===== src/include/backend_defines.svh =====
// Global widths, RAM depth and control level codes
// for the memory-access back end

`ifndef BACKEND_DEFINES_SVH
`define BACKEND_DEFINES_SVH

// ~~~~~~~~~~~~~~~~~~~~~~~~~~~~~~~~~~~~~~~~~~~~~~~~~~
// Datapath widths
// ~~~~~~~~~~~~~~~~~~~~~~~~~~~~~~~~~~~~~~~~~~~~~~~~~~
`define BE_XLEN     64      // Register and data width
`define BE_PC_W     64
`define BE_INST_W   32

// RAM index in double words, so 8 bits give 2 KiB
`define BE_RAM_AW   8

// ~~~~~~~~~~~~~~~~~~~~~~~~~~~~~~~~~~~~~~~~~~~~~~~~~~
// Control levels
// ~~~~~~~~~~~~~~~~~~~~~~~~~~~~~~~~~~~~~~~~~~~~~~~~~~
`define BE_RST_ENA  1'b0    // Active reset level
`define BE_STOP     1'b1    // Stage stopped
`define BE_NOSTOP   1'b0    // Stage running

`endif


===== src/logic/backend_pkg.sv =====
// Shared types of the back end: vector typedefs,
// instruction type and load/store select codes, load FSM states

`include "backend_defines.svh"

package backend_pkg;

    typedef logic [`BE_XLEN-1:0]    reg_t;
    typedef logic [`BE_PC_W-1:0]    pc_t;
    typedef logic [`BE_INST_W-1:0]  inst_t;
    typedef logic [4:0]             reg_addr_t;
    typedef logic [`BE_XLEN-1:0]    daddr_t;    // Byte address into data space

    // Instruction class as seen by MEM
    typedef logic [7:0] inst_type_t;

    localparam inst_type_t IT_NONE  = 8'd0;     // Bubble
    localparam inst_type_t IT_ALU   = 8'd1;
    localparam inst_type_t IT_LOAD  = 8'd2;
    localparam inst_type_t IT_STORE = 8'd3;

    // Size and signedness, same as RISC-V funct3
    typedef logic [2:0] ls_sel_t;

    localparam ls_sel_t LS_B  = 3'd0;
    localparam ls_sel_t LS_H  = 3'd1;
    localparam ls_sel_t LS_W  = 3'd2;
    localparam ls_sel_t LS_D  = 3'd3;
    localparam ls_sel_t LS_BU = 3'd4;
    localparam ls_sel_t LS_HU = 3'd5;
    localparam ls_sel_t LS_WU = 3'd6;

    // Bit 0 IF ... bit 4 WB
    typedef logic [4:0] stall_t;

    typedef enum logic {
        LD_IDLE,
        LD_WAIT     // RAM read in flight
    } load_state_t;

endpackage


===== src/logic/ex_mem.sv =====
// EX/MEM pipeline register with hold and bubble under the stall vector

`include "backend_defines.svh"

module ex_mem (
    input  logic                    clk,
    input  logic                    arst_n_i,
    input  backend_pkg::stall_t     stall_ctrl_i,
    input  backend_pkg::pc_t        ex_pc_i,
    input  backend_pkg::inst_t      ex_inst_i,
    input  backend_pkg::inst_type_t ex_inst_type_i,
    input  logic                    ex_rd_ena_i,
    input  backend_pkg::reg_t       ex_rd_data_i,
    input  backend_pkg::reg_addr_t  ex_rd_addr_i,
    input  backend_pkg::ls_sel_t    ex_ls_sel_i,
    input  backend_pkg::daddr_t     ex_ls_addr_i,
    output backend_pkg::pc_t        mem_pc_o,
    output backend_pkg::inst_t      mem_inst_o,
    output backend_pkg::inst_type_t mem_inst_type_o,
    output logic                    mem_rd_ena_o,
    output backend_pkg::reg_t       mem_rd_data_o,
    output backend_pkg::reg_addr_t  mem_rd_addr_o,
    output backend_pkg::ls_sel_t    mem_ls_sel_o,
    output backend_pkg::daddr_t     mem_ls_addr_o
);
    import backend_pkg::*;

    logic ex_stop;
    logic mem_stop;

    assign ex_stop  = (stall_ctrl_i[2] == `BE_STOP);
    assign mem_stop = (stall_ctrl_i[3] == `BE_STOP);

    always_ff @(posedge clk or negedge arst_n_i) begin
        if (arst_n_i == `BE_RST_ENA) begin
            mem_pc_o        <= '0;
            mem_inst_o      <= '0;
            mem_inst_type_o <= IT_NONE;
            mem_rd_ena_o    <= 1'b0;
            mem_rd_data_o   <= '0;
            mem_rd_addr_o   <= '0;
            mem_ls_sel_o    <= '0;
            mem_ls_addr_o   <= '0;
        end else if (ex_stop && mem_stop) begin
            // Hold, e.g. a load waiting for the RAM
        end else if (ex_stop) begin
            mem_pc_o        <= '0;      // Bubble into MEM
            mem_inst_o      <= '0;
            mem_inst_type_o <= IT_NONE;
            mem_rd_ena_o    <= 1'b0;
            mem_rd_data_o   <= '0;
            mem_rd_addr_o   <= '0;
            mem_ls_sel_o    <= '0;
            mem_ls_addr_o   <= '0;
        end else begin
            mem_pc_o        <= ex_pc_i;
            mem_inst_o      <= ex_inst_i;
            mem_inst_type_o <= ex_inst_type_i;
            mem_rd_ena_o    <= ex_rd_ena_i;
            mem_rd_data_o   <= ex_rd_data_i;
            mem_rd_addr_o   <= ex_rd_addr_i;
            mem_ls_sel_o    <= ex_ls_sel_i;
            mem_ls_addr_o   <= ex_ls_addr_i;
        end
    end

endmodule


===== config.mk =====
export PLATFORM = sky130hd
export DESIGN_NAME = ex_mem
export DESIGN_NICKNAME = d
export VERILOG_FILES = /design/src/logic/backend_pkg.sv /design/src/logic/ex_mem.sv
export VERILOG_INCLUDE_DIRS = /design/src /design/src/include
export SDC_FILE = /design/constraint.sdc
export NUM_CORES = 1
export LEC_CHECK = 0
export BUFFER_PORTS_ARGS = -buffer_cell sky130_fd_sc_hd__buf_4
export CORE_AREA = 2 2 191 193
export DETAILED_ROUTE_END_ITERATION = 16
export DIE_AREA = 0 0 193 195
export GPL_ROUTABILITY_DRIVEN = 0
export PLACE_DENSITY = 0.49
export SLEW_MARGIN = 20
export SYNTH_ARGS = -nofsm -noshare
export SYNTH_HDL_FRONTEND = slang
export SYNTH_SLANG_ARGS = --single-unit

===== constraint.sdc =====
create_clock -name clk -period 0.8 [get_ports clk]
set_input_delay 0.08 -clock clk [delete_from_list [all_inputs] [get_ports clk]]
set_output_delay 0.08 -clock clk [all_outputs]
set_load 0.1 [all_outputs]

==> qor.csv <==
stage;metric;value;unit
floorplanning;die_height;195;µm
timing;fin_crit;1.31;ns
worst_setup_path;crit_slowest_cell;dfrtp_4;
grt;grt_pass1_vias;9461;
outcome;violations;hold timing, setup timing;
floorplanning;die_area;37600;µm²
logic_synthesis;ys_ff_latch;241;
placed_design;dp_hpwl;23200;µm
clock_tree;cts_buffers;27;
timing;slew_viol_final;0;
timing;rsz0062_at_grt;true;
timing;final.setup.worst_slack;-0.510;ns
worst_setup_path;cp-start-kind;register;
final_layout;area_growth;144;%
drt;first_iter_violations;265;
worst_setup_path;crit_buf_inv;1;
drt;routed-via-count;8250;
worst_setup_path;r2r.worst_path.cells;3;
grt;grt_first_pass_wirelength;54900;µm
pwr;ir_worst_vdd;1.69;mV
timing;timing.fmax;764;MHz
outcome;outcome;finished with violations;
drt;vias_per_cell;4.51;
floorplanning;io_pins;489;
drt;ant_nets;0;
timing;slew_headroom;0.732;
worst_setup_path;critPathRequiredTime;0.72;ns
placed_design;dp.cells;1480;
logic_synthesis;syn_area_per_cell;15.9;µm²
clock_tree;ctsRootBufferMaster;clkbuf_16;
clock_tree;cts_tree;done;
worst_setup_path;crit_cells;1;
timing;tightest_slew;0.402;ns
clock_tree;clk_latency;0.54;ns
final_layout;fin_nets;1594;
floorplanning;rows;69;
clock_tree;clkSlewWorstSetupHoldPaths;0.06;ns
worst_setup_path;cp_top_family;flip-flops;
drt;wire_per_inst;20.2;µm
timing;holdWs;-0.0251;ns
hold_path;hold_path.class;input pin to asynchronous set/reset pin;
pwr;p_leak;9.00;nW
grt;grt-ovfl-total;0;
drt;drc;0;
final_layout;post-route-util;0.589;
final_layout;final_area;20900;µm²
drt;dr.pass1.iters;6;
placed_design;portBuffers;485;
grt;antenna_found_initial;3;
worst_setup_path;cp_max_fo;2;
timing;fin_skew;0;ns
timing;finalSetupViolations;317;
final_layout;final_common_cell;buf_4;
pwr;power.density;2020;nW/µm²
clock_tree;postCtsHoldBufs;243;
grt;grt_start_max_net_pins;57;
logic_synthesis;syn_area;8540;µm²
clock_tree;clock_sinks;241;
grt;grt.total_usage;0.186;
worst_setup_path;endpoint_kind;output port;
floorplanning;start_util;0.241;
logic_synthesis;synth_seq_area_share;0.706;
floorplanning;coreArea;35400;µm²
worst_setup_path;crit_arrival;1.23;ns
timing;hold_violations;7;
final_layout;drive_gt1_frac;0.641;
timing;finalSetupTns;-123.21;ns
worst_setup_path;crit_type;register to output port;
job;drv_cap;0;
clock_tree;cts-htree-levels;1;
worst_setup_path;max_stage_delay;0.52;ns
placed_design;placedInstanceArea;13900;µm²
clock_tree;clock_path_buffers;3;
final_layout;final_cell_mix;buf_4, buf_12, dlygate4sd3_1, a22o_1, dfrtp_4;
worst_setup_path;crit_chain;buf_12;
timing;period_share;1.64;
pwr;p_total;42.2;mW
logic_synthesis;postSynthCellCount;537;
floorplanning;die_w;193;µm
drt;routed_wl;36900;µm
logic_synthesis;synth_nets;785;
logic_synthesis;netlist-cell-type-count;8;
final_layout;finalNonFillerCells;1830;
logic_synthesis;ys_warn_count;0;
-- cell usage after synthesis --
cell type,instances,area [µm²]
buf_2,16,80.1
inv_2,1,3.75
clkbuf_1,14,52.6
buf_6,22,248
dfrtp_1,241,6030
and2_1,1,6.26
buf_4,1,7.51
a22o_1,241,2110
-- area by class of cell --
class | count | area, µm²
fill | 2576 | 14500
timing repair buffer | 833 | 10300
sequential | 241 | 6930
multi-input combinational | 242 | 2120
clock buffer | 39 | 771
tap | 461 | 577
clock inverter | 10 | 108
inverter | 1 | 8.76
antenna | 3 | 7.51
-- path summary, 6_finish.rpt --
check | from | end | slack (ns)
min in group clk | stall_ctrl_i[3] | mem_inst_o[7]$_DFFE_PN0N_ | 0.17
max reg2reg | mem_rd_ena_o$_DFFE_PN0N_ | mem_rd_ena_o$_DFFE_PN0N_ | -0.22
min reg2reg | mem_pc_o[30]$_DFFE_PN0N_ | mem_pc_o[30]$_DFFE_PN0N_ | 0.57
max | mem_inst_type_o[0]$_DFFE_PN0N_ | mem_inst_type_o[0] | -0.51
max in group asynchronous | arst_n_i | mem_ls_addr_o[3]$_DFFE_PN0N_ | 0.27
min | arst_n_i | mem_inst_o[13]$_DFFE_PN0N_ | -0.03
-- report_power, final --
group	total (mW)	internal (mW)	switching [mW]	leakage [nW]
registers	14.7	13.6	1.09	2.72
logic	14.9	6.23	8.71	5.84
clock network	12.5	7.32	5.16	0.437
-- metrics by stage --
stage,setup slack (ns),hold slack (ns)
global placement,-0.253,-0.0294
CTS,-0.535,-0.0237
finish,-0.510,-0.0251
global route,-0.543,-0.0233
floorplan,-0.169,-0.216
detailed placement,-0.296,-0.0250
-- state kept, by name, indices dropped and copies added, names as in the netlist --
name / cells
mem_rd_addr_o: 5
mem_rd_data_o: 64
mem_rd_ena_o: 1
mem_inst_type_o: 8
mem_inst_o: 32
mem_pc_o: 64
mem_ls_sel_o: 3
mem_ls_addr_o: 64
-- layer usage --
layer / up-vias / global-route usage / share of wire
li1: 3695 / - / -
met1: 4147 / 0.211 / 0.37
met2: 331 / 0.341 / 0.52
met3: 77 / 0.0410 / 0.066
met4: 0 / 0.0662 / 0.036
met5: - / 0 / 0
-- timing repair --
action                                 in CTS  in global routing
resized for setup                         723                 55
pin swaps                                   0                  2
endpoints found under the hold margin     482                  7
setup endpoints to repair                 241                401
setup buffers                              24                 34
-- cells by family after synthesis --
family                 share of synthesized area
DFF                                        0.706
AOI/OAI and AO/OA                          0.247
and+or+nand+nor                         0.000733
buffers and inverters                     0.0459
(Power assumes the default switching activity.)
