==> config.mk <==
export PLATFORM = sky130hd
export DESIGN_NAME = mem_wb
export DESIGN_NICKNAME = d
export VERILOG_FILES = /design/src/logic/backend_pkg.sv /design/src/logic/mem_wb.sv
export VERILOG_INCLUDE_DIRS = /design/src /design/src/include
export SDC_FILE = /design/constraint.sdc
export NUM_CORES = 1
export LEC_CHECK = 0
export BUFFER_PORTS_ARGS = -buffer_cell sky130_fd_sc_hd__buf_2
export CORE_AREA = 3 3 132 134
export CTS_BUF_LIST = sky130_fd_sc_hd__clkbuf_4
export CTS_CLUSTER_DIAMETER = 120
export CTS_CLUSTER_SIZE = 10
export DETAILED_ROUTE_END_ITERATION = 10
export DIE_AREA = 0 0 135 137
export PLACE_DENSITY = 0.75
export SLEW_MARGIN = 15
export SYNTH_ARGS = -nofsm -noshare
export SYNTH_HDL_FRONTEND = slang
export SYNTH_SLANG_ARGS = --single-unit
==> constraint.sdc <==
create_clock -name clk -period 1.6 [get_ports clk]
set_input_delay 0.16 -clock clk [delete_from_list [all_inputs] [get_ports clk]]
set_output_delay 0.16 -clock clk [all_outputs]
set_load 0.1 [all_outputs]
==> src/include/backend_defines.svh <==
// Global widths, RAM depth and control level codes
// for the memory-access back end

`ifndef BACKEND_DEFINES_SVH
`define BACKEND_DEFINES_SVH

// ~~~~~~~~~~~~~~~~~~~~~~~~~~~~~~~~~~~~~~~~~~~~~~~~~~
// Datapath widths
// ~~~~~~~~~~~~~~~~~~~~~~~~~~~~~~~~~~~~~~~~~~~~~~~~~~
`define BE_XLEN     64      // Register and data width
`define BE_PC_W     64
`define BE_INST_W   32

// RAM index in double words, so 8 bits give 2 KiB
`define BE_RAM_AW   8

// ~~~~~~~~~~~~~~~~~~~~~~~~~~~~~~~~~~~~~~~~~~~~~~~~~~
// Control levels
// ~~~~~~~~~~~~~~~~~~~~~~~~~~~~~~~~~~~~~~~~~~~~~~~~~~
`define BE_RST_ENA  1'b0    // Active reset level
`define BE_STOP     1'b1    // Stage stopped
`define BE_NOSTOP   1'b0    // Stage running

`endif

==> src/logic/backend_pkg.sv <==
// Shared types of the back end: vector typedefs,
// instruction type and load/store select codes, load FSM states

`include "backend_defines.svh"

package backend_pkg;

    typedef logic [`BE_XLEN-1:0]    reg_t;
    typedef logic [`BE_PC_W-1:0]    pc_t;
    typedef logic [`BE_INST_W-1:0]  inst_t;
    typedef logic [4:0]             reg_addr_t;
    typedef logic [`BE_XLEN-1:0]    daddr_t;    // Byte address into data space

    // Instruction class as seen by MEM
    typedef logic [7:0] inst_type_t;

    localparam inst_type_t IT_NONE  = 8'd0;     // Bubble
    localparam inst_type_t IT_ALU   = 8'd1;
    localparam inst_type_t IT_LOAD  = 8'd2;
    localparam inst_type_t IT_STORE = 8'd3;

    // Size and signedness, same as RISC-V funct3
    typedef logic [2:0] ls_sel_t;

    localparam ls_sel_t LS_B  = 3'd0;
    localparam ls_sel_t LS_H  = 3'd1;
    localparam ls_sel_t LS_W  = 3'd2;
    localparam ls_sel_t LS_D  = 3'd3;
    localparam ls_sel_t LS_BU = 3'd4;
    localparam ls_sel_t LS_HU = 3'd5;
    localparam ls_sel_t LS_WU = 3'd6;

    // Bit 0 IF ... bit 4 WB
    typedef logic [4:0] stall_t;

    typedef enum logic {
        LD_IDLE,
        LD_WAIT     // RAM read in flight
    } load_state_t;

endpackage

==> src/logic/mem_wb.sv <==
// MEM/WB pipeline register, drives the write-back port

`include "backend_defines.svh"

module mem_wb (
    input  logic                    clk,
    input  logic                    arst_n_i,
    input  backend_pkg::stall_t     stall_ctrl_i,
    input  backend_pkg::pc_t        mem_pc_i,
    input  backend_pkg::inst_t      mem_inst_i,
    input  logic                    mem_rd_ena_i,
    input  backend_pkg::reg_t       mem_rd_data_i,
    input  backend_pkg::reg_addr_t  mem_rd_addr_i,
    output backend_pkg::pc_t        wb_pc_o,
    output backend_pkg::inst_t      wb_inst_o,
    output logic                    wb_rd_ena_o,
    output backend_pkg::reg_t       wb_rd_data_o,
    output backend_pkg::reg_addr_t  wb_rd_addr_o
);

    logic mem_stop;
    logic wb_stop;

    assign mem_stop = (stall_ctrl_i[3] == `BE_STOP);
    assign wb_stop  = (stall_ctrl_i[4] == `BE_STOP);

    always_ff @(posedge clk or negedge arst_n_i) begin
        if (arst_n_i == `BE_RST_ENA) begin
            wb_pc_o      <= '0;
            wb_inst_o    <= '0;
            wb_rd_ena_o  <= 1'b0;
            wb_rd_data_o <= '0;
            wb_rd_addr_o <= '0;
        end else if (wb_stop) begin
            // Hold the write-back record
        end else if (mem_stop) begin
            // MEM still busy, so nothing retires this cycle
            wb_pc_o      <= '0;
            wb_inst_o    <= '0;
            wb_rd_ena_o  <= 1'b0;
            wb_rd_data_o <= '0;
            wb_rd_addr_o <= '0;
        end else begin
            wb_pc_o      <= mem_pc_i;
            wb_inst_o    <= mem_inst_i;
            wb_rd_ena_o  <= mem_rd_ena_i;
            wb_rd_data_o <= mem_rd_data_i;
            wb_rd_addr_o <= mem_rd_addr_i;
        end
    end

endmodule

==> results of run 1 <==
[per-layer routing]
metal	vias to the layer above	GRT usage (%)	part of all wire, %
met5	-	0	0
met4	0	11.3	4.6
met1	3170	27.6	38
met2	320	40.6	50
met3	79	6.80	7.4
li1	3286	-	-
[worst max-delay path by stage]
stage | slack, ns | endpoint
2_1_floorplan | 0.39 | wb_pc_o[61]$_DFFE_PN0N_
3_3_place_gp | 0.51 | wb_rd_data_o[30]$_DFFE_PN0N_
3_5_place_dp | 0.50 | wb_pc_o[58]$_DFFE_PN0N_
4_1_cts | 0.0004 | wb_pc_o[60]
5_1_grt | 0.001 | wb_pc_o[55]
6_report | 0.08 | wb_inst_o[15]
[timing repair]
item / in CTS / in global routing
hold buffers: 171 / 0
endpoints found under the setup margin: 0 / 49
gates resized for setup: 0 / 49
hold endpoints to repair: 332 / 0
[power by group]
part	internal [mW]	switching [mW]	total [mW]	leakage, nW
clock	1.48	1.47	2.95	0.189
sequential	4.51	0.178	4.69	2.16
combinational	0.980	3.22	4.20	3.16
total	6.98	4.86	11.8	5.51
[stage by stage]
step           utilization [%]  hold slack (ns)  cell area (um2)
4_1_cts                   66.7          0.00180            10900
6_report                  67.5           0.0620            11100
2_1_floorplan                -           -0.136             7040
5_1_grt                   67.5           0.0349            11100
3_5_place_dp              54.1            0.154             8880
3_3_place_gp              54.1            0.148             8880
[logic make-up (layout without fill, tap and decap cells)]
family / after synthesis / in the layout / share of synthesized area (%)
flip-flops: 166 / 166 / 59.0
other: 0 / 2 / 0
AO/OA/AOI/OAI: 166 / 166 / 11.8
AND/OR/NAND/NOR: 331 / 331 / 23.5
buffers and inverters: 55 / 558 / 5.68
[flip-flops by register name, summed over array words and instances, names as in the netlist]
name / count
wb_rd_data_o: 64
wb_pc_o: 64
wb_inst_o: 32
wb_rd_addr_o: 5
wb_rd_ena_o: 1
[synthesized netlist by cell type]
cell type / number / area share [%]
clkbuf_1: 6 / 0.32
nor2_1: 1 / 0.053
buf_2: 23 / 1.6
buf_6: 20 / 3.2
nand2b_1: 165 / 15
dfrtp_1: 166 / 59
o21ai_0: 16 / 1.1
nand2_1: 165 / 8.8
o21ai_1: 149 / 11
clkbuf_2: 3 / 0.21
a22o_1: 1 / 0.12
buf_4: 3 / 0.32
[final cells by class]
class	count	share of cell area, %
flip-flops and latches	166	37.5
repair buffers	526	34.2
multi-input cells	497	22.5
clock buffers	21	1.42
well taps	220	2.49
clock inverters	11	1.79
diodes	2	0.0452
==> impl_results.md, run 1 <==
* CP startpoint kind: flop
* H-tree level count at 4
* Dpl hpwl at 13300 um
* Routed Antenna Nets at 0
* Worst Skew at 0 ns
* Crit-path slowest cell: buf_2
* Clk_lat worst skew at 0.53 ns
* Setup WS post-layout at 0.0783 ns
* Buf/Inv on CP at 1
* Num CTS Buffers at 17
* Seq cells post-synth at 166
* Outcome: complete, no violations
* Worst Path Arrival at 1.36 ns
* Setup_tns at 0 ns
* Initial antenna violation count at 1
* Slew margin rel. at 65.5%
* Worst hold path class: input pin to flop
* RR Startpoint: wb_rd_data_o[30]$_DFFE_PN0N_
* DRC viols at 0
* CP Class: flop to output pin
* Mapped Cells at 718
* Reg2reg path depth at 3
* TritonCTS clock tree: yes
* Top Ports at 339
* WL/cell at 15.7 um
* WL final at 22700 um
* Largest net degree at the start of global routing at 104
* Synth Cell Area at 7040 um2
* Area added between synthesis and finish at 57.2%
* Core footprint at 16400 um2
* Static Leakage at 5.51 nW
* Total track usage at 23.8%
* Crit-path cells: buf_2
* Hold path depth at 3
* Num Clock Sinks at 166
* Number of warnings issued by yosys at 0
* Final setup fails at 0
* GP Congestion at 0.775
* Total power draw at 11.8 mW
* Vias at 6855
* Hold Vio Cnt, Final at 0
* Final #Nets at 1381
* Tcrit/Tclk final at 95.1%
* Clk buf depth at 2
* Area occupied by multi-input gates at 2490 um2
* Reg2reg end: wb_rd_data_o[30]$_DFFE_PN0N_
* Worst path required time at 1.44 ns
* Crit-path leading delay family: buffers and inverters
* Fill count at 1137
* DIE WIDTH at 135 um
* Die area at 18500 um2
* Pre-CTS WS at 0.504 ns
* RSZ-0062 raised after global routing: no
* Worst path depth at 1
* Grt total ovfl at 0
* Clock tree root buffer cell: clkbuf_4
* Endpoint class of the critical path: output pin
* # rows at 47
* Die Y at 137 um
* Most frequent cells in the layout: buf_2, dlygate4sd3_1, dfrtp_1
* Register area at 4150 um2
* Final Critical Period at 1.52 ns
* Number of global-route vias before repair at 7008
* Placed instance count at 1238
* Crit-path max FO at 2
* Initial Util at 42.9%
* CP Launch Point: wb_inst_o[15]$_DFFE_PN0N_
* First-pass DRT Iterations at 8
* Non-Filler Instances at 1443
* Max Cap Violations at 0
* Worst Tran Pin Value at 0.521 ns
* First-pass GRT wire length at 34800 um
* Mapped Nets at 891
* Maximum clock frequency at 657 MHz
* Vias per inst at 4.75
* Sequential-to-total area share from yosys stat at 59.0%
* Hold Path End: wb_rd_data_o[36]$_DFFE_PN0N_
* Slew Limit Fails at 0
* IO Port Bufs at 335
* P per Cell Area at 1070 nW/um2
* Post-CTS setup buffers at 0
* CTS clk-pin slew, worst paths at 0.14 ns
* Syn Area/Cell at 9.81 um2
* Commonest non-fill, non-tap cell in the layout: buf_2
* VDD IR-drop max at 0.682 mV
* Max incr delay on CP at 0.44 ns
* Worst hold path startpoint: stall_ctrl_i[4]
* Netlist cell types at 12
* Initial DRC Count at 401
* R2R setup slack at 0.36 ns
* Layout cell share with drive strength beyond 1 at 31.7%
Note: power is estimated with default switching activity, not from simulation.
==> run 2: changes to the inputs <==
Settings changed: RECOVER_POWER set to 100.
==> impl_results.md, run 2 (synthesized netlist as in run 1, its figures left out) <==
* Outcome: complete, no violations
* Vias per inst at 4.78 (+0.53%)
* Slew margin rel. at 8.45% (-57 points)
* P per Cell Area at 1070 nW/um2 (-0.32%)
* H-tree level count at 4 (unchanged)
* Clk buf depth at 2 (unchanged)
* IO Port Bufs at 335 (unchanged)
* TritonCTS clock tree: yes
* First-pass DRT Iterations at 6 (-2)
* Total track usage at 23.8% (unchanged)
* Top Ports at 339 (unchanged)
* Maximum clock frequency at 657 MHz (about the same)
* Layout cell share with drive strength beyond 1 at 31.7% (unchanged)
* Dpl hpwl at 13300 um (unchanged)
* CP startpoint kind: flop
* Final setup fails at 0 (unchanged)
* Worst Skew at 0 ns (unchanged)
* Total power draw at 11.8 mW (-0.42%)
* Post-CTS setup buffers at 0 (unchanged)
* Commonest non-fill, non-tap cell in the layout: buf_2
* Core footprint at 16400 um2 (unchanged)
* WL final at 22800 um (+0.24%)
* First-pass GRT wire length at 34800 um (unchanged)
* Largest net degree at the start of global routing at 104 (unchanged)
* Hold Vio Cnt, Final at 0 (unchanged)
* DRC viols at 0 (unchanged)
* Final Util at 67.4% (-0.069 points)
* Max Cap Violations at 0 (unchanged)
* Initial DRC Count at 321 (-20%)
* Largest registers: wb_pc_o: 64 flops, wb_rd_data_o: 64 flops, wb_inst_o: 32 flops
* Endpoint class of the critical path: output pin
* Final #Nets at 1381 (unchanged)
* Die Y at 137 um (unchanged)
* CP Class: flop to output pin
* Initial Util at 42.9% (unchanged)
* Non-Filler Instances at 1443 (unchanged)
* Die area at 18500 um2 (unchanged)
* # rows at 47 (unchanged)
* Num Clock Sinks at 166 (unchanged)
* Num CTS Buffers at 17 (unchanged)
* Pre-CTS WS at 0.504 ns (unchanged)
* Crit-path max FO at 2 (unchanged)
* RSZ-0062 raised after global routing: no
* Vias at 6891 (+0.53%)
* Worst Path Arrival at 1.36 ns (about the same)
* Crit-path slowest cell: buf_2
* Slew Limit Fails at 0 (unchanged)
* Tcrit/Tclk final at 95.1% (about the same)
* Number of global-route vias before repair at 7008 (unchanged)
* Worst Tran Pin Value at 1.37 ns (+0.852 ns)
* DIE WIDTH at 135 um (unchanged)
* Grt total ovfl at 0 (unchanged)
* WL/cell at 15.8 um (+0.24%)
* Most frequent cells in the layout: buf_2, dlygate4sd3_1, dfrtp_1
* CTS clk-pin slew, worst paths at 0.14 ns (about the same)
* Max incr delay on CP at 0.44 ns (about the same)
* Setup WS post-layout at 0.0778 ns (-0.000547 ns)
* Worst path required time at 1.44 ns (about the same)
* Area added between synthesis and finish at 57.0%
* Clock tree root buffer cell: clkbuf_4
* Setup_tns at 0 ns (unchanged)
* Buf/Inv on CP at 1 (unchanged)
* Worst hold path class: input pin to flop
* GP Congestion at 0.775 (unchanged)
* Crit-path cells: buf_2
* Static Leakage at 5.51 nW (about the same)
* Placed instance count at 1238 (unchanged)
* Initial antenna violation count at 1 (unchanged)
* Clk_lat worst skew at 0.53 ns (about the same)
* VDD IR-drop max at 0.682 mV (about the same)
* Routed Antenna Nets at 0 (unchanged)
* Final Critical Period at 1.52 ns (+0.000547 ns)
* Crit-path leading delay family: buffers and inverters
run 2: cell count changes in the layout (fill, tap and decap cells not counted):
cell      change
buf_6         -1
o21ai_1     -149
o21ai_0     +149
buf_4         -2
clkbuf_2      +3
run 2: report_power, final:
part / total (mW) / switching (mW) / internal [mW]
combinational: 4.15 / 3.19 / 0.956
sequential: 4.69 / 0.179 / 4.51
clock: 2.95 / 1.46 / 1.48
total: 11.8 / 4.84 / 6.95
run 2: worst reg2reg max path, delay by kind of cell, from the launching register on:
family / cells / cell delay [ns]
simple gates: 1 / 0.08
buf+inv: 1 / 0.57
flops: 1 / 0.42
compound gates: 1 / 0.09
run 2: final timing paths:
path                                              start  cells past startpoint                      endpoint  slack (ns)
hold / removal                          stall_ctrl_i[4]                      3  wb_rd_data_o[36]$_DFFE_PN0N_        0.06
hold reg to reg               wb_inst_o[17]$_DFFE_PN0N_                      2     wb_inst_o[17]$_DFFE_PN0N_        0.49
setup reg to reg           wb_rd_data_o[30]$_DFFE_PN0N_                      3  wb_rd_data_o[30]$_DFFE_PN0N_        0.34
max in group asynchronous                      arst_n_i                      3     wb_inst_o[17]$_DFFE_PN0N_        0.18
min in group asynchronous                      arst_n_i                      2       wb_pc_o[10]$_DFFE_PN0N_        0.47
setup / recovery           wb_rd_data_o[17]$_DFFE_PN0N_                      1              wb_rd_data_o[17]        0.08
run 2: through the flow:
step | hold slack, ns | cell area (um2)
2_1_floorplan | -0.136 | 7040
3_3_place_gp | 0.148 | 8880
3_5_place_dp | 0.154 | 8880
4_1_cts | 0.00180 | 10900
5_1_grt | 0.0475 | 11100
6_report | 0.0637 | 11100
run 2: area by class of cell:
class / count / area (um2)
diodes: 2 / 5.00
clock buffers: 21 / 158
clock inverters: 11 / 198
fillers: 1139 / 5350
multi-input cells: 497 / 2490
flip-flops and latches: 166 / 4150
well taps: 220 / 275
repair buffers: 526 / 3780
run 2: what timing repair did:
action,in CTS,in global routing
hold endpoints to repair,332,0
resized for setup,0,49
hold buffers,171,0
setup endpoints to repair,0,49
run 2: metal layers:
metal / wire length [um] / vias up / GRT usage [%]
li1: - / 3285 / -
met1: 8540 / 3203 / 27.6
met2: 11500 / 328 / 40.6
met3: 1710 / 75 / 6.80
met4: 986 / 0 / 11.3
met5: 0 / - / 0
==> run 3: changes to the inputs <==
Settings changed: CORE_AREA 3 3 132 134 to 2 2 131 133, DIE_AREA 0 0 135 137 to 0 0 133 135.
Clock period 1.6 ns to 2 ns, I/O delays scaled along.
==> impl_results.md, run 3 (synthesized netlist as in run 1, its figures left out) <==
* Register area at 4150 um2 (unchanged)
* Largest registers: wb_pc_o: 64 flops, wb_rd_data_o: 64 flops, wb_inst_o: 32 flops
* Setup WS post-layout at 0.355 ns (+0.278 ns)
* Vias per inst at 4.72 (-1.2%)
* Buf/Inv on CP at 1 (unchanged)
* IO Port Bufs at 335 (unchanged)
* Max incr delay on CP at 0.50 ns (+0.06 ns)
* Final #Nets at 1380 (-0.072%)
* Most frequent cells in the layout: dlygate4sd3_1, clkbuf_2, buf_2, dfrtp_1
* Pre-CTS WS at 0.713 ns (+0.209 ns)
* Initial Util at 42.9% (unchanged)
* # rows at 47 (unchanged)
* Setup_tns at 0 ns (unchanged)
* Endpoint class of the critical path: output pin
* Outcome: complete, no violations
* Clk_lat worst skew at 0.56 ns (+0.03 ns)
* Core footprint at 16400 um2 (unchanged)
* Slew margin rel. at 18.3% (+9.9 points)
* Dpl hpwl at 12700 um (-4.7%)
* Final Critical Period at 1.64 ns
* CP startpoint kind: flop
* Worst hold path class: input pin to flop
* TritonCTS clock tree: yes
* Area occupied by multi-input gates at 2490 um2 (unchanged)
* Die Y at 135 um (-1.5%)
* Slew Limit Fails at 0 (unchanged)
* CP Class: flop to output pin
* Routed Antenna Nets at 0 (unchanged)
* Clock tree root buffer cell: clkbuf_4
* RSZ-0062 raised after global routing: no
* Initial DRC Count at 372 (+16%)
* WL final at 21600 um (-5.3%)
* DIE WIDTH at 133 um (-1.5%)
* Die area at 18000 um2 (-2.9%)
* Grt total ovfl at 0 (unchanged)
* Final setup fails at 0 (unchanged)
* VDD IR-drop max at 0.486 mV (-29%)
* Layout cell share with drive strength beyond 1 at 31.4% (-0.30 points)
* P per Cell Area at 851 nW/um2 (-20%)
* Vias at 6800 (-1.3%)
* WL/cell at 15.0 um (-5.2%)
* Area added between synthesis and finish at 54.8%
* Worst path required time at 1.80 ns (+0.36 ns)
* Fill count at 1199 (+5.3%)
* DRC viols at 0 (unchanged)
* Maximum clock frequency at 608 MHz
* Commonest non-fill, non-tap cell in the layout: dlygate4sd3_1
* Largest net degree at the start of global routing at 74 (-29%)
* First-pass DRT Iterations at 5 (-1)
* GP Congestion at 0.784 (+1.2%)
* First-pass GRT wire length at 34300 um (-1.4%)
* CTS clk-pin slew, worst paths at 0.14 ns (about the same)
* Placed instance count at 1234 (-0.32%)
* Crit-path slowest cell: clkbuf_2
* H-tree level count at 4 (unchanged)
* Crit-path leading delay family: buffers and inverters
* Top Ports at 339 (unchanged)
* Worst Path Arrival at 1.44 ns (+0.08 ns)
* Worst Tran Pin Value at 1.23 ns (-0.148 ns)
* Number of global-route vias before repair at 6966 (-0.60%)
* Tcrit/Tclk final at 82.2%
* Post-CTS setup buffers at 0 (unchanged)
* Crit-path cells: clkbuf_2
* Crit-path max FO at 2 (unchanged)
* Final Hold Slack at 0.0554 ns (-0.00835 ns)
* Non-Filler Instances at 1441 (-0.14%)
* Worst Skew at 0 ns (unchanged)
* Num Clock Sinks at 166 (unchanged)
* Final Util at 66.5% (-0.94 points)
* Clk buf depth at 2 (unchanged)
* Total track usage at 24.3% (+0.54 points)
* Num CTS Buffers at 17 (unchanged)
* Hold Vio Cnt, Final at 0 (unchanged)
* Static Leakage at 5.42 nW (-1.6%)
* Initial antenna violation count at 1 (unchanged)
* Max Cap Violations at 0 (unchanged)
## run 3: cell count changes in the layout (fill, tap and decap cells not counted), moves of 3 or more
cell,change
dlygate4sd3_1,+3
o21ai_0,-4
clkbuf_4,-51
clkbuf_2,+166
buf_2,-117
buf_4,-3
o21ai_1,+4
## run 3: timing repair
item	in CTS	in global routing
hold buffers	174	0
resized for setup	0	0
hold endpoints to repair	332	0
## run 3: path summary, 6_finish.rpt
kind / slack [ns] / cells past startpoint / end / start
min in group asynchronous: 0.43 / 2 / wb_rd_data_o[21]$_DFFE_PN0N_ / arst_n_i
worst max register to register: 0.74 / 3 / wb_pc_o[36]$_DFFE_PN0N_ / wb_pc_o[36]$_DFFE_PN0N_
worst max-delay path: 0.36 / 1 / wb_inst_o[6] / wb_inst_o[6]$_DFFE_PN0N_
max in group asynchronous: 0.72 / 3 / wb_inst_o[25]$_DFFE_PN0N_ / arst_n_i
worst min register to register: 0.50 / 2 / wb_rd_data_o[52]$_DFFE_PN0N_ / wb_rd_data_o[52]$_DFFE_PN0N_
worst min-delay path: 0.06 / 3 / wb_inst_o[31]$_DFFE_PN0N_ / stall_ctrl_i[4]
## run 3: final cells by class
class                   instances  share of cell area [%]
diodes                          1                  0.0229
clock inverters                13                    1.79
clock buffers                  19                    1.31
well taps                     220                    2.52
flip-flops and latches        166                    38.1
repair buffers                525                    33.4
multi-input cells             497                    22.8
## run 3: layer usage
layer	global-route usage [%]	routed length [um]	vias up
li1	-	-	3279
met1	27.2	8290	3149
met5	0	0	-
met2	41.9	10800	292
met3	6.34	1410	80
met4	14.5	1040	0
## run 3: worst register-to-register path, cell delays in order (launching register included)
cell,delay [ns]
dfrtp_1,0.41
nand2_1,0.06
o21ai_0,0.10
dlygate4sd3_1,0.60
## run 3: power breakdown
part	internal (mW)	leakage, nW	switching [mW]	total, mW
combinational	0.716	3.08	2.53	3.25
clock	1.04	0.176	1.22	2.27
sequential	3.61	2.16	0.149	3.76
## run 3: per-stage QoR
step                total power, mW  area [um2]
global placement               6.78        8850
global route                   9.65       10900
detailed placement             6.81        8850
floorplan                      6.17        7040
CTS                            9.36       10900
finish                         9.28       10900
