File: config.mk
export PLATFORM = sky130hd
export DESIGN_NAME = mem_access
export DESIGN_NICKNAME = d
export VERILOG_FILES = /design/src/logic/backend_pkg.sv /design/src/logic/mem_access.sv
export VERILOG_INCLUDE_DIRS = /design/src /design/src/include
export SDC_FILE = /design/constraint.sdc
export NUM_CORES = 1
export LEC_CHECK = 0
export BUFFER_PORTS_ARGS = -buffer_cell sky130_fd_sc_hd__buf_4
export CORE_AREA = 2 2 214 216
export CTS_CLUSTER_DIAMETER = 200
export DETAILED_ROUTE_END_ITERATION = 7
export DIE_AREA = 0 0 216 218
export PLACE_DENSITY_LB_ADDON = 0.15
export REMOVE_ABC_BUFFERS = 1
export SETUP_SLACK_MARGIN = 0.3
export SYNTH_ARGS = -nofsm -noshare
export SYNTH_HDL_FRONTEND = slang
export SYNTH_SLANG_ARGS = --single-unit
File: constraint.sdc
create_clock -name clk -period 2.6 [get_ports clk]
set_input_delay 0.52 -clock clk [delete_from_list [all_inputs] [get_ports clk]]
set_output_delay 0.52 -clock clk [all_outputs]
set_load 0.01 [all_outputs]
File: src/include/backend_defines.svh
// Global widths, RAM depth and control level codes
// for the memory-access back end

`ifndef BACKEND_DEFINES_SVH
`define BACKEND_DEFINES_SVH

// ~~~~~~~~~~~~~~~~~~~~~~~~~~~~~~~~~~~~~~~~~~~~~~~~~~
// Datapath widths
// ~~~~~~~~~~~~~~~~~~~~~~~~~~~~~~~~~~~~~~~~~~~~~~~~~~
`define BE_XLEN     64      // Register and data width
`define BE_PC_W     64
`define BE_INST_W   32

// RAM index in double words, so 8 bits give 2 KiB
`define BE_RAM_AW   8

// ~~~~~~~~~~~~~~~~~~~~~~~~~~~~~~~~~~~~~~~~~~~~~~~~~~
// Control levels
// ~~~~~~~~~~~~~~~~~~~~~~~~~~~~~~~~~~~~~~~~~~~~~~~~~~
`define BE_RST_ENA  1'b0    // Active reset level
`define BE_STOP     1'b1    // Stage stopped
`define BE_NOSTOP   1'b0    // Stage running

`endif

File: src/logic/backend_pkg.sv
// Shared types of the back end: vector typedefs,
// instruction type and load/store select codes, load FSM states

`include "backend_defines.svh"

package backend_pkg;

    typedef logic [`BE_XLEN-1:0]    reg_t;
    typedef logic [`BE_PC_W-1:0]    pc_t;
    typedef logic [`BE_INST_W-1:0]  inst_t;
    typedef logic [4:0]             reg_addr_t;
    typedef logic [`BE_XLEN-1:0]    daddr_t;    // Byte address into data space

    // Instruction class as seen by MEM
    typedef logic [7:0] inst_type_t;

    localparam inst_type_t IT_NONE  = 8'd0;     // Bubble
    localparam inst_type_t IT_ALU   = 8'd1;
    localparam inst_type_t IT_LOAD  = 8'd2;
    localparam inst_type_t IT_STORE = 8'd3;

    // Size and signedness, same as RISC-V funct3
    typedef logic [2:0] ls_sel_t;

    localparam ls_sel_t LS_B  = 3'd0;
    localparam ls_sel_t LS_H  = 3'd1;
    localparam ls_sel_t LS_W  = 3'd2;
    localparam ls_sel_t LS_D  = 3'd3;
    localparam ls_sel_t LS_BU = 3'd4;
    localparam ls_sel_t LS_HU = 3'd5;
    localparam ls_sel_t LS_WU = 3'd6;

    // Bit 0 IF ... bit 4 WB
    typedef logic [4:0] stall_t;

    typedef enum logic {
        LD_IDLE,
        LD_WAIT     // RAM read in flight
    } load_state_t;

endpackage

File: src/logic/mem_access.sv
// Load/store stage: lane alignment, byte masks, load extension
// and the one-cycle load-wait FSM

`include "backend_defines.svh"

module mem_access (
    input  logic                    clk,
    input  logic                    arst_n_i,
    input  backend_pkg::pc_t        mem_pc_i,
    input  backend_pkg::inst_t      mem_inst_i,
    input  backend_pkg::inst_type_t mem_inst_type_i,
    input  logic                    mem_rd_ena_i,
    input  backend_pkg::reg_t       mem_rd_data_i,
    input  backend_pkg::reg_addr_t  mem_rd_addr_i,
    input  backend_pkg::ls_sel_t    mem_ls_sel_i,
    input  backend_pkg::daddr_t     mem_ls_addr_i,
    input  backend_pkg::reg_t       ram_rdata_i,
    output logic [`BE_RAM_AW-1:0]   ram_addr_o,
    output logic [7:0]              ram_wmask_o,
    output backend_pkg::reg_t       ram_wdata_o,
    output logic                    ram_ren_o,
    output logic                    load_stall_req_o,
    output backend_pkg::pc_t        wb_pc_o,
    output backend_pkg::inst_t      wb_inst_o,
    output logic                    wb_rd_ena_o,
    output backend_pkg::reg_t       wb_rd_data_o,
    output backend_pkg::reg_addr_t  wb_rd_addr_o
);
    import backend_pkg::*;

    load_state_t state;
    logic        is_load;
    logic        is_store;
    logic [2:0]  byte_off;
    logic [7:0]  size_mask;
    reg_t        load_shift;
    reg_t        load_val;

    assign is_load  = (mem_inst_type_i == IT_LOAD);
    assign is_store = (mem_inst_type_i == IT_STORE);

    // ~~~~~~~~~~~~~~~~~~~~~~~~~~~~~~~~~~~~~~~~~~~~~~~~~~
    // Address, lane and mask
    // ~~~~~~~~~~~~~~~~~~~~~~~~~~~~~~~~~~~~~~~~~~~~~~~~~~
    always_comb begin
        case (mem_ls_sel_i[1:0])
            2'b00:   begin size_mask = 8'h01; byte_off = mem_ls_addr_i[2:0];           end
            2'b01:   begin size_mask = 8'h03; byte_off = {mem_ls_addr_i[2:1], 1'b0};  end
            2'b10:   begin size_mask = 8'h0f; byte_off = {mem_ls_addr_i[2], 2'b00};   end
            default: begin size_mask = 8'hff; byte_off = 3'd0;                         end
        endcase
    end

    assign ram_addr_o  = mem_ls_addr_i[`BE_RAM_AW+2:3];   // Double-word index
    assign ram_wmask_o = is_store ? (size_mask << byte_off) : 8'h00;
    assign ram_wdata_o = mem_rd_data_i << {byte_off, 3'b000};
    assign ram_ren_o   = is_load && (state == LD_IDLE);

    // ~~~~~~~~~~~~~~~~~~~~~~~~~~~~~~~~~~~~~~~~~~~~~~~~~~
    // Load wait FSM
    // ~~~~~~~~~~~~~~~~~~~~~~~~~~~~~~~~~~~~~~~~~~~~~~~~~~
    always_ff @(posedge clk or negedge arst_n_i) begin
        if (arst_n_i == `BE_RST_ENA) begin
            state <= LD_IDLE;
        end else begin
            case (state)
                LD_IDLE: if (is_load) state <= LD_WAIT;
                default: state <= LD_IDLE;      // Read word is valid now
            endcase
        end
    end

    assign load_stall_req_o = is_load && (state == LD_IDLE);

    // Addressed bytes moved down to bit 0, then extended
    assign load_shift = ram_rdata_i >> {byte_off, 3'b000};

    always_comb begin
        case (mem_ls_sel_i)
            LS_B:    load_val = {{(`BE_XLEN-8){load_shift[7]}}, load_shift[7:0]};
            LS_H:    load_val = {{(`BE_XLEN-16){load_shift[15]}}, load_shift[15:0]};
            LS_W:    load_val = {{(`BE_XLEN-32){load_shift[31]}}, load_shift[31:0]};
            LS_BU:   load_val = {{(`BE_XLEN-8){1'b0}}, load_shift[7:0]};
            LS_HU:   load_val = {{(`BE_XLEN-16){1'b0}}, load_shift[15:0]};
            LS_WU:   load_val = {{(`BE_XLEN-32){1'b0}}, load_shift[31:0]};
            default: load_val = load_shift;     // LS_D
        endcase
    end

    // Record towards MEM/WB
    assign wb_pc_o      = mem_pc_i;
    assign wb_inst_o    = mem_inst_i;
    assign wb_rd_ena_o  = mem_rd_ena_i;
    assign wb_rd_addr_o = mem_rd_addr_i;
    assign wb_rd_data_o = (is_load && state == LD_WAIT) ? load_val : mem_rd_data_i;

endmodule

==> results of run 1 <==
## layout by cell type (no fill, tap or decap), types with 10 or more instances in the layout
master   instances
buf_12          39
nor2_1          90
buf_6          115
mux2i_1         52
a21oi_2         13
mux2i_4         28
a31oi_1         36
a21oi_1         10
nand3_1         25
o21ai_0         11
nand2_1        165
buf_4          294
mux2i_2         16
a31oi_4         11
nor2_2          11
## metrics by stage
step / setup TNS (ns) / utilization (%) / std cells
5_1_grt: -31.28 / 23.0 / 1691
6_report: -24.31 / 23.0 / 1691
4_1_cts: -23.22 / 21.9 / 1686
3_3_place_gp: -34.48 / 17.6 / 1626
3_5_place_dp: -32.86 / 17.6 / 1626
2_1_floorplan: -539.19 / - / 624
## synthesized netlist by cell type, types with 8 or more instances
cell / instances / area [sq um]
nand2_1: 170 / 638
o211ai_1: 8 / 60.1
a31oi_1: 55 / 344
nor2_1: 109 / 409
clkbuf_1: 37 / 139
and3_1: 8 / 50.1
buf_4: 114 / 856
nor3_1: 9 / 45.0
a32o_1: 8 / 80.1
a21oi_1: 28 / 140
mux2i_1: 96 / 961
nand3_1: 35 / 175
and2_1: 10 / 62.6
o21ai_0: 26 / 130
buf_2: 18 / 90.1
## cell type report
| cell class | instances | area, sq um |
|---|---|---|
| inverter | 3 | 13.8 |
| fill | 5034 | 34600 |
| timing repair buffer | 467 | 4740 |
| multi-input combinational | 620 | 4800 |
| sequential | 1 | 25.0 |
| tap | 600 | 751 |
## worst paths after layout
check | from | end | slack (ns)
setup / recovery | mem_inst_type_i[2] | wb_rd_data_o[54] | -0.37
hold / removal | arst_n_i | state | 0.30
setup reg to reg | state | state | 1.88
hold reg to reg | state | state | 0.49
max in group asynchronous | arst_n_i | state | 2.22
min in group clk | state | state | 0.49
## repair_timing
| item | CTS | global route |
|---|---|---|
| gates resized for setup | 285 | 86 |
| cloned | 11 | 1 |
| endpoints found under the setup margin | 138 | 138 |
| setup buffers | 49 | 4 |
| hold buffers | 0 | 0 |
| endpoints found under the hold margin | 0 | 0 |
| pin swaps | 70 | 32 |
## worst max-delay path: cells and delay by family
family,cells,cell delay (ns)
AND/OR/NAND/NOR,2,0.92
buffers and inverters,4,0.63
AO/OA/AOI/OAI,3,0.37
## logic make-up after synthesis
group | after synthesis | synth area share [%]
buffers and inverters | 184 | 23.8
AND/OR/NAND/NOR | 358 | 30.7
AO/OA/AOI/OAI | 154 | 21.0
multiplexers | 107 | 23.7
adder cells (fa/ha/maj) | 1 | 0.204
flip-flops | 1 | 0.510
## power by group
| part | switching [mW] | internal (mW) |
|---|---|---|
| combinational | 0.970 | 0.998 |
| clock | 0 | 0 |
| sequential | 0.0000558 | 0.0159 |
## metal layers
metal,part of all wire [%],vias to the layer above
li1,-,3292
met1,34,3523
met2,44,598
met3,19,30
met4,0.80,10
met5,1.2,-
==> metrics.cfg, run 1 <==
[outcome]
outcome=complete, but fails checks
violations=setup timing

[global_routing]
grt_usage_pct=25.0
grt_max_degree=36
grt-busiest-layer=met2
gr-usage-met1_pct=25.4
antenna_found_initial=0
grt_remaining_overflow=0
met2_usage_pct=39.8
grt_pass1_vias=7352
grt_pass1_wl_mm=78.1
use_met3_pct=21.6

[logic_synthesis]
synth_ff_type=dfrtp_1
syn_avg_cell_area_sq_um=6.09
synth_edf_count=0
seq_area_frac_synth_pct=0.510
postSynth.asyncResetShare_pct=100
syn_area_sq_um=4900
synth.distinct_cells=46
synth_warnings=0
synth-seq-cells=1
syn_inst=805

[setup_path]
timing_worst_setup_path_type=in -> out
setup.worst_path.start_class=input port
cpPeakStageDelay_ns=0.53
path_cells=buf_6 -> or4b_4 -> and4bb_4 -> o211ai_4 -> a211oi_4 -> buf_6 -> clkbuf_16 -> a31oi_2 -> buf_4
cp_slowest_cell=or4b_4
critPathArrivalTime_ns=2.45
cp.required_ns=2.08
reg2reg_depth=1
crit_path_end_kind=output pin
crit_top_cell=buf_6
critPathMaxFanout=6

[timing]
finalSetupViolCount=115
min_period_ns=2.97
hold_violations=0
slew_violations=0
worst_pin_slew_ns=0.533
post-route-period-util_pct=114
maxSlewHeadroom_pct=64.2
layout_setup_ws_ns=-0.373
clock.fmax_ghz=0.336
fin_skew_ns=0
rsz0062_at_grt=true
hold_ws_ns=0.296

[power]
p_per_area_nw_per_um2=192
peakVddDrop_mv=0.0682
p_total_mw=1.98
p_leak_nw=4.28

[placed_design]
dp_hpwl_mm=51.9
place_congestion=0.962
dpl_cell_area_sq_um=7880
port_buffers=281
dpl_worst_slack_ns=-0.463

[floorplan]
boundaryPins=555
fp.dieH_um=218
core_area_sq_um=44900
row_count=78
dieArea_sq_um=47100
die_w_um=216
start_util_pct=10.9

[cells_and_area]
fin_area_sq_um=10300
largestRegisters=state (1)
drive_gt1_share_pct=58.8
largest_reg_flops=1
largest_register=state
fin_nets=1400
area_delta_synth_final_pct=111
antenna_cells=0

[run]
maxCapViolCount=0

[detailed_routing]
viasPerCell=4.41
num_vias=7453
drt-total-wl_mm=62.0
drc=0
ant_nets=0
drt-initial-drc-count=447
first_pass_iters=5
post_drt_wl_per_cell_um=36.7

[min_path]
hold_path_class=in -> async

[cts]
clk_latency_ns=0
clk_pin_slew_ns=0

Power figures use the tool's default switching activity.
==> inputs of run 2 (changes only) <==
--- a/config.mk
+++ b/config.mk
@@ -6,7 +6,7 @@
 export SDC_FILE = /design/constraint.sdc
 export NUM_CORES = 1
 export LEC_CHECK = 0
-export BUFFER_PORTS_ARGS = -buffer_cell sky130_fd_sc_hd__buf_4
+export BUFFER_PORTS_ARGS = -buffer_cell sky130_fd_sc_hd__buf_2
 export CORE_AREA = 2 2 214 216
 export CTS_CLUSTER_DIAMETER = 200
 export DETAILED_ROUTE_END_ITERATION = 7
==> run 2 against run 1 <==
- the run still ends with setup timing left
- worst setup slack got worse by 0.061 ns
- critical path depth rose by 1
- power shrank 4.5%
- final cell count grew 3.5%
- worst hold slack worse by 0.0019 ns
- utilization is 0.15 points higher
- sequential share of layout area is essentially flat
- largest power group unchanged
==> metrics.cfg, run 2 (synthesis results as in run 1) <==
[timing]
finalSetupViolCount=125  ; was 115
fin_skew_ns=0  ; unchanged
clock.fmax_ghz=0.330  ; was 0.336 GHz
layout_setup_ws_ns=-0.434  ; was -0.373 ns
worst_pin_slew_ns=0.420  ; was 0.533 ns
hold_violations=0  ; unchanged
rsz0062_at_grt=true  ; unchanged
min_period_ns=3.03  ; was 2.97 ns
post-route-period-util_pct=117  ; was 114%
tns_ns=-31.79  ; was -24.31 ns
slew_violations=0  ; unchanged
hold_ws_ns=0.294  ; was 0.296 ns
maxSlewHeadroom_pct=72.0  ; was 64.2%

[power]
p_leak_nw=4.41  ; was 4.28 nW
p_total_mw=1.90  ; was 1.98 mW
p_per_area_nw_per_um2=182  ; was 192 nW/um^2
peakVddDrop_mv=0.0759  ; was 0.0682 mV

[detailed_routing]
drc=0  ; unchanged
post_drt_wl_per_cell_um=35.3  ; was 36.7 um
drt-total-wl_mm=61.7  ; was 62.0 mm
drt-initial-drc-count=486  ; was 447
ant_nets=0  ; unchanged
num_vias=7710  ; was 7453
viasPerCell=4.40  ; was 4.41
first_pass_iters=5  ; unchanged

[floorplan]
start_util_pct=10.9  ; unchanged
core_area_sq_um=44900  ; unchanged
fp.dieH_um=218  ; unchanged
die_w_um=216  ; unchanged
row_count=78  ; unchanged
dieArea_sq_um=47100  ; unchanged
boundaryPins=555  ; unchanged

[setup_path]
timing_worst_setup_path_type=in -> out  ; unchanged
crit_path_end_kind=output pin  ; unchanged
cpPeakStageDelay_ns=0.53  ; about the same
cp_slowest_cell=or4b_4  ; unchanged
setup.worst_path.start_class=input port  ; unchanged
cp.required_ns=2.08  ; about the same
critPathMaxFanout=14  ; was 6
path_cells=buf_6 -> or4b_4 -> and4bb_4 -> o211ai_4 -> buf_4 -> a21oi_4 -> buf_4 -> buf_12 -> a31oi_2 -> buf_2  ; was buf_6 -> or4b_4 -> and4bb_4 -> o211ai_4 -> a211oi_4 -> buf_6 -> clkbuf_16 -> a31oi_2 -> buf_4
critPathArrivalTime_ns=2.51  ; was 2.45 ns
crit_top_cell=buf_4  ; was buf_6

[cts]
cts_hold_buf=0  ; unchanged
clk_latency_ns=0  ; about the same
clk_pin_slew_ns=0  ; about the same

[global_routing]
antenna_found_initial=4  ; was 0
grt_max_degree=27  ; was 36
grt_pass1_wl_mm=76.8  ; was 78.1 mm
grt_pass1_vias=7431  ; was 7352
grt_usage_pct=24.6  ; was 25.0%
grt_remaining_overflow=0  ; unchanged

[cells_and_area]
area_delta_synth_final_pct=112  ; was 111%
fillers=5076  ; was 5034
largest_register=state  ; unchanged
layout_common_cells=buf_2 (220), nand2_1 (162), buf_4 (127)  ; was buf_4 (294), nand2_1 (165), buf_6 (115)
largest_reg_flops=1  ; unchanged
drive_gt1_share_pct=61.6  ; was 58.8%
post-route-util_pct=23.2  ; was 23.0%
fin_cells=1751  ; was 1691
fin_nets=1458  ; was 1400
final_common_cell=buf_2  ; was buf_4
largestRegisters=state (1)  ; unchanged

[placed_design]
port_buffers=281  ; unchanged
place_congestion=0.949  ; was 0.962
placed_cells=1657  ; was 1626
dp_hpwl_mm=52.0  ; was 51.9 mm

[outcome]
outcome=complete, but fails checks  ; unchanged
violations=setup timing  ; unchanged

[run]
maxCapViolCount=0  ; unchanged

[min_path]
hold_path_class=in -> async  ; unchanged

[run 2: cell count changes in the layout (fill, tap and decap cells not counted), sizes merged]
cell	change
bufbuf	-2
clkbuf	+3
buf	+57
diode	+2
[run 2: power by group]
group	switching (mW)	internal, mW	leakage (nW)
Combinational	0.970	0.910	4.40
Clock	0	0.000000103	0.0000127
Sequential	0.0000364	0.0159	0.0140
Total	0.970	0.926	4.41
[run 2: worst max-delay path: cells and delay by family]
| kind | cells | cell delay, ns |
|---|---|---|
| simple gates | 2 | 0.92 |
| buf+inv | 5 | 0.71 |
| compound gates | 3 | 0.36 |
[run 2: final timing paths]
path / from / end / slack (ns) / cells past startpoint
setup / recovery: mem_inst_type_i[6] / wb_rd_data_o[22] / -0.43 / 10
hold / removal: arst_n_i / state / 0.29 / 1
setup reg to reg: state / state / 1.88 / 1
hold reg to reg: state / state / 0.47 / 1
max in group asynchronous: arst_n_i / state / 2.22 / 1
min in group clk: state / state / 0.47 / 1
[run 2: per-layer routing]
metal | routed length (um) | up-vias | global-route usage [%] | share of wire, %
li1 | - | 3419 | - | -
met3 | 11900 | 24 | 21.7 | 19
met2 | 27500 | 587 | 39.2 | 45
met1 | 21400 | 3670 | 24.9 | 35
met5 | 561 | - | 8.13 | 0.91
met4 | 331 | 10 | 0.982 | 0.54
[run 2: layout make-up]
| type | count | area [sq um] | area share (%) |
|---|---|---|---|
| antenna | 2 | 5.00 | 0.0481 |
| inverter | 3 | 16.3 | 0.156 |
| multi-input combinational | 620 | 4950 | 47.6 |
| sequential | 1 | 25.0 | 0.241 |
| tap | 600 | 751 | 7.22 |
| timing repair buffer | 525 | 4650 | 44.7 |
[run 2: what timing repair did]
item / in CTS / in global routing
cloned: 10 / 4
endpoints found under the setup margin: 138 / 138
resized for setup: 248 / 191
setup buffers: 47 / 31
pin swaps: 63 / 46
[run 2: metrics by stage]
stage | setup slack (ns) | instance area, sq um
after floorplan | -4.66 | 3750
after global placement | -0.730 | 7350
after detailed placement | -0.712 | 7350
after CTS | -0.419 | 9110
after global routing | -0.482 | 10400
final | -0.434 | 10400
==> inputs of run 3 (changes only) <==
--- a/config.mk
+++ b/config.mk
@@ -6,11 +6,11 @@
 export SDC_FILE = /design/constraint.sdc
 export NUM_CORES = 1
 export LEC_CHECK = 0
-export BUFFER_PORTS_ARGS = -buffer_cell sky130_fd_sc_hd__buf_2
-export CORE_AREA = 2 2 214 216
+export CORE_AREA = 2 2 215 217
 export CTS_CLUSTER_DIAMETER = 200
 export DETAILED_ROUTE_END_ITERATION = 7
-export DIE_AREA = 0 0 216 218
+export DIE_AREA = 0 0 217 219
+export DONT_BUFFER_PORTS = 1
 export PLACE_DENSITY_LB_ADDON = 0.15
 export REMOVE_ABC_BUFFERS = 1
 export SETUP_SLACK_MARGIN = 0.3
==> run 3 against run 2 <==
- the flow still finishes with violations (setup timing)
- sequential share of layout area rose by 0.057 points
- critical path depth is 1 lower
- clock skew did not move
- register-to-register slack worse by 0.08 ns
- worst setup slack better by 0.12 ns
- wire length down 3.3%
- via count decreased by 14%
- global-route usage shrank 0.74 points
- power down 25%
- fmax increased by 4.3%
- largest cell class unchanged
==> metrics.cfg, run 3 (synthesis results as in run 1) <==
[power]
p_total_mw=1.43  ; was 1.90 mW
p_per_area_nw_per_um2=170  ; was 182 nW/um^2
p_leak_nw=3.07  ; was 4.41 nW
peakVddDrop_mv=0.0684  ; was 0.0759 mV

[timing]
hold_violations=0  ; unchanged
hold_ws_ns=0.225  ; was 0.294 ns
clock.fmax_ghz=0.344  ; was 0.330 GHz
rsz0062_at_grt=true  ; unchanged
maxSlewHeadroom_pct=67.0  ; was 72.0%
min_period_ns=2.91  ; was 3.03 ns
finalSetupViolCount=64  ; was 125
fin_skew_ns=0  ; unchanged
layout_setup_ws_ns=-0.310  ; was -0.434 ns
slew_violations=0  ; unchanged
tns_ns=-15.69  ; was -31.79 ns
worst_pin_slew_ns=0.495  ; was 0.420 ns
post-route-period-util_pct=112  ; was 117%

[cells_and_area]
largestRegisters=state (1)  ; unchanged
fin_nets=1169  ; was 1458
largest_reg_flops=1  ; unchanged
fin_area_sq_um=8420  ; was 10400 sq um
final_common_cell=nand2_1  ; was buf_2
largest_register=state  ; unchanged
fin_cells=1462  ; was 1751
post-route-util_pct=18.7  ; was 23.2%
area_delta_synth_final_pct=71.7  ; was 112%
layout_common_cells=nand2_1 (157), buf_4 (120), nor2_1 (85)  ; was buf_2 (220), nand2_1 (162), buf_4 (127)
drive_gt1_share_pct=50.6  ; was 61.6%

[setup_path]
cpPeakStageDelay_ns=0.52  ; was 0.53 ns
cp.required_ns=2.08  ; about the same
cp_num_buf_inv=5  ; unchanged
cp_slowest_cell=or4b_4  ; unchanged
setup.worst_path.start_class=input port  ; unchanged
crit_path_end_kind=output pin  ; unchanged
critPathTopFamily=simple AND/OR/NAND/NOR gates  ; unchanged
critPathArrivalTime_ns=2.39  ; was 2.51 ns
timing_worst_setup_path_type=in -> out  ; unchanged
critPathMaxFanout=8  ; was 14
path_cells=or4b_4 -> and4bb_4 -> buf_4 -> buf_6 -> buf_12 -> buf_12 -> nor2_1 -> a31oi_1 -> buf_4  ; was buf_6 -> or4b_4 -> and4bb_4 -> o211ai_4 -> buf_4 -> a21oi_4 -> buf_4 -> buf_12 -> a31oi_2 -> buf_2

[detailed_routing]
num_vias=6608  ; was 7710
met3_wirelength_mm=14.1  ; was 11.9 mm
first_pass_iters=5  ; unchanged
met2_length_mm=26.2  ; was 27.5 mm
top_layer=met5  ; unchanged
ant_nets=0  ; unchanged
drt-total-wl_mm=59.7  ; was 61.7 mm
wl_met1_mm=18.9  ; was 21.4 mm
post_drt_wl_per_cell_um=40.8  ; was 35.3 um
drc=0  ; unchanged
drt-initial-drc-count=542  ; was 486
viasPerCell=4.52  ; was 4.40

[floorplan]
core_area_sq_um=45100  ; was 44900 sq um
start_util_pct=10.9  ; about the same
row_count=78  ; unchanged
dieArea_sq_um=47500  ; was 47100 sq um
die_w_um=217  ; was 216 um
boundaryPins=555  ; unchanged
fp.dieH_um=219  ; was 218 um

[placed_design]
dpl_worst_slack_ns=-0.439  ; was -0.712 ns
placed_cells=1394  ; was 1657
port_buffers=0  ; was 281
dp_hpwl_mm=51.0  ; was 52.0 mm
place_congestion=0.948  ; was 0.949
dpl_cell_area_sq_um=6080  ; was 7350 sq um

[outcome]
outcome=complete, but fails checks  ; unchanged
violations=setup timing  ; unchanged

[cts]
cts_hold_buf=0  ; unchanged
clk_latency_ns=0  ; about the same
clk_pin_slew_ns=0  ; about the same

[global_routing]
antenna_found_initial=0  ; was 4
grt_max_degree=33  ; was 27
grt_usage_pct=23.9  ; was 24.6%
grt_remaining_overflow=0  ; unchanged
grt_pass1_vias=6439  ; was 7431
grt_pass1_wl_mm=73.8  ; was 76.8 mm

[run]
maxCapViolCount=0  ; unchanged

[min_path]
hold_path_class=in -> async  ; unchanged

-- run 3: final cells by class --
type | instances | area [sq um]
fillers | 5124 | 36700
well taps | 600 | 751
inverters | 3 | 15.0
flip-flops and latches | 1 | 25.0
repair buffers | 236 | 2640
diodes | 2 | 5.00
multi-input cells | 620 | 4980
-- run 3: worst paths after layout --
check / start / to / slack (ns) / depth (start not counted)
worst max register to register: state / state / 1.80 / 2
min in group clk: state / state / 0.58 / 2
worst max-delay path: mem_inst_type_i[6] / wb_rd_data_o[20] / -0.31 / 9
worst min register to register: state / state / 0.58 / 2
worst min-delay path: arst_n_i / state / 0.22 / 0
max in group asynchronous: arst_n_i / state / 2.31 / 0
-- run 3: where the power goes --
part           leakage (nW)  switching (mW)  internal (mW)
Combinational          3.06           0.752          0.660
Sequential           0.0140       0.0000249         0.0159
Clock             0.0000123               0   0.0000000264
Total                  3.07           0.752          0.676
-- run 3: timing repair --
item                       CTS  global route
buffers inserted            42            17
cloned                       4             3
setup endpoints to repair  123           127
pin swaps                   55            44
gates resized for setup    261           110
-- run 3: per-layer routing --
layer  up-vias  track usage, %
li1       2837               -
met1      3150            22.0
met2       597            37.8
met3        16            25.3
met4         8           0.183
met5         -            7.08
-- run 3: worst register-to-register path: stages, from the launching register on --
cell and delay [ns]:
dfrtp_1 0.35, nor3b_1 0.20, buf_4 0.18
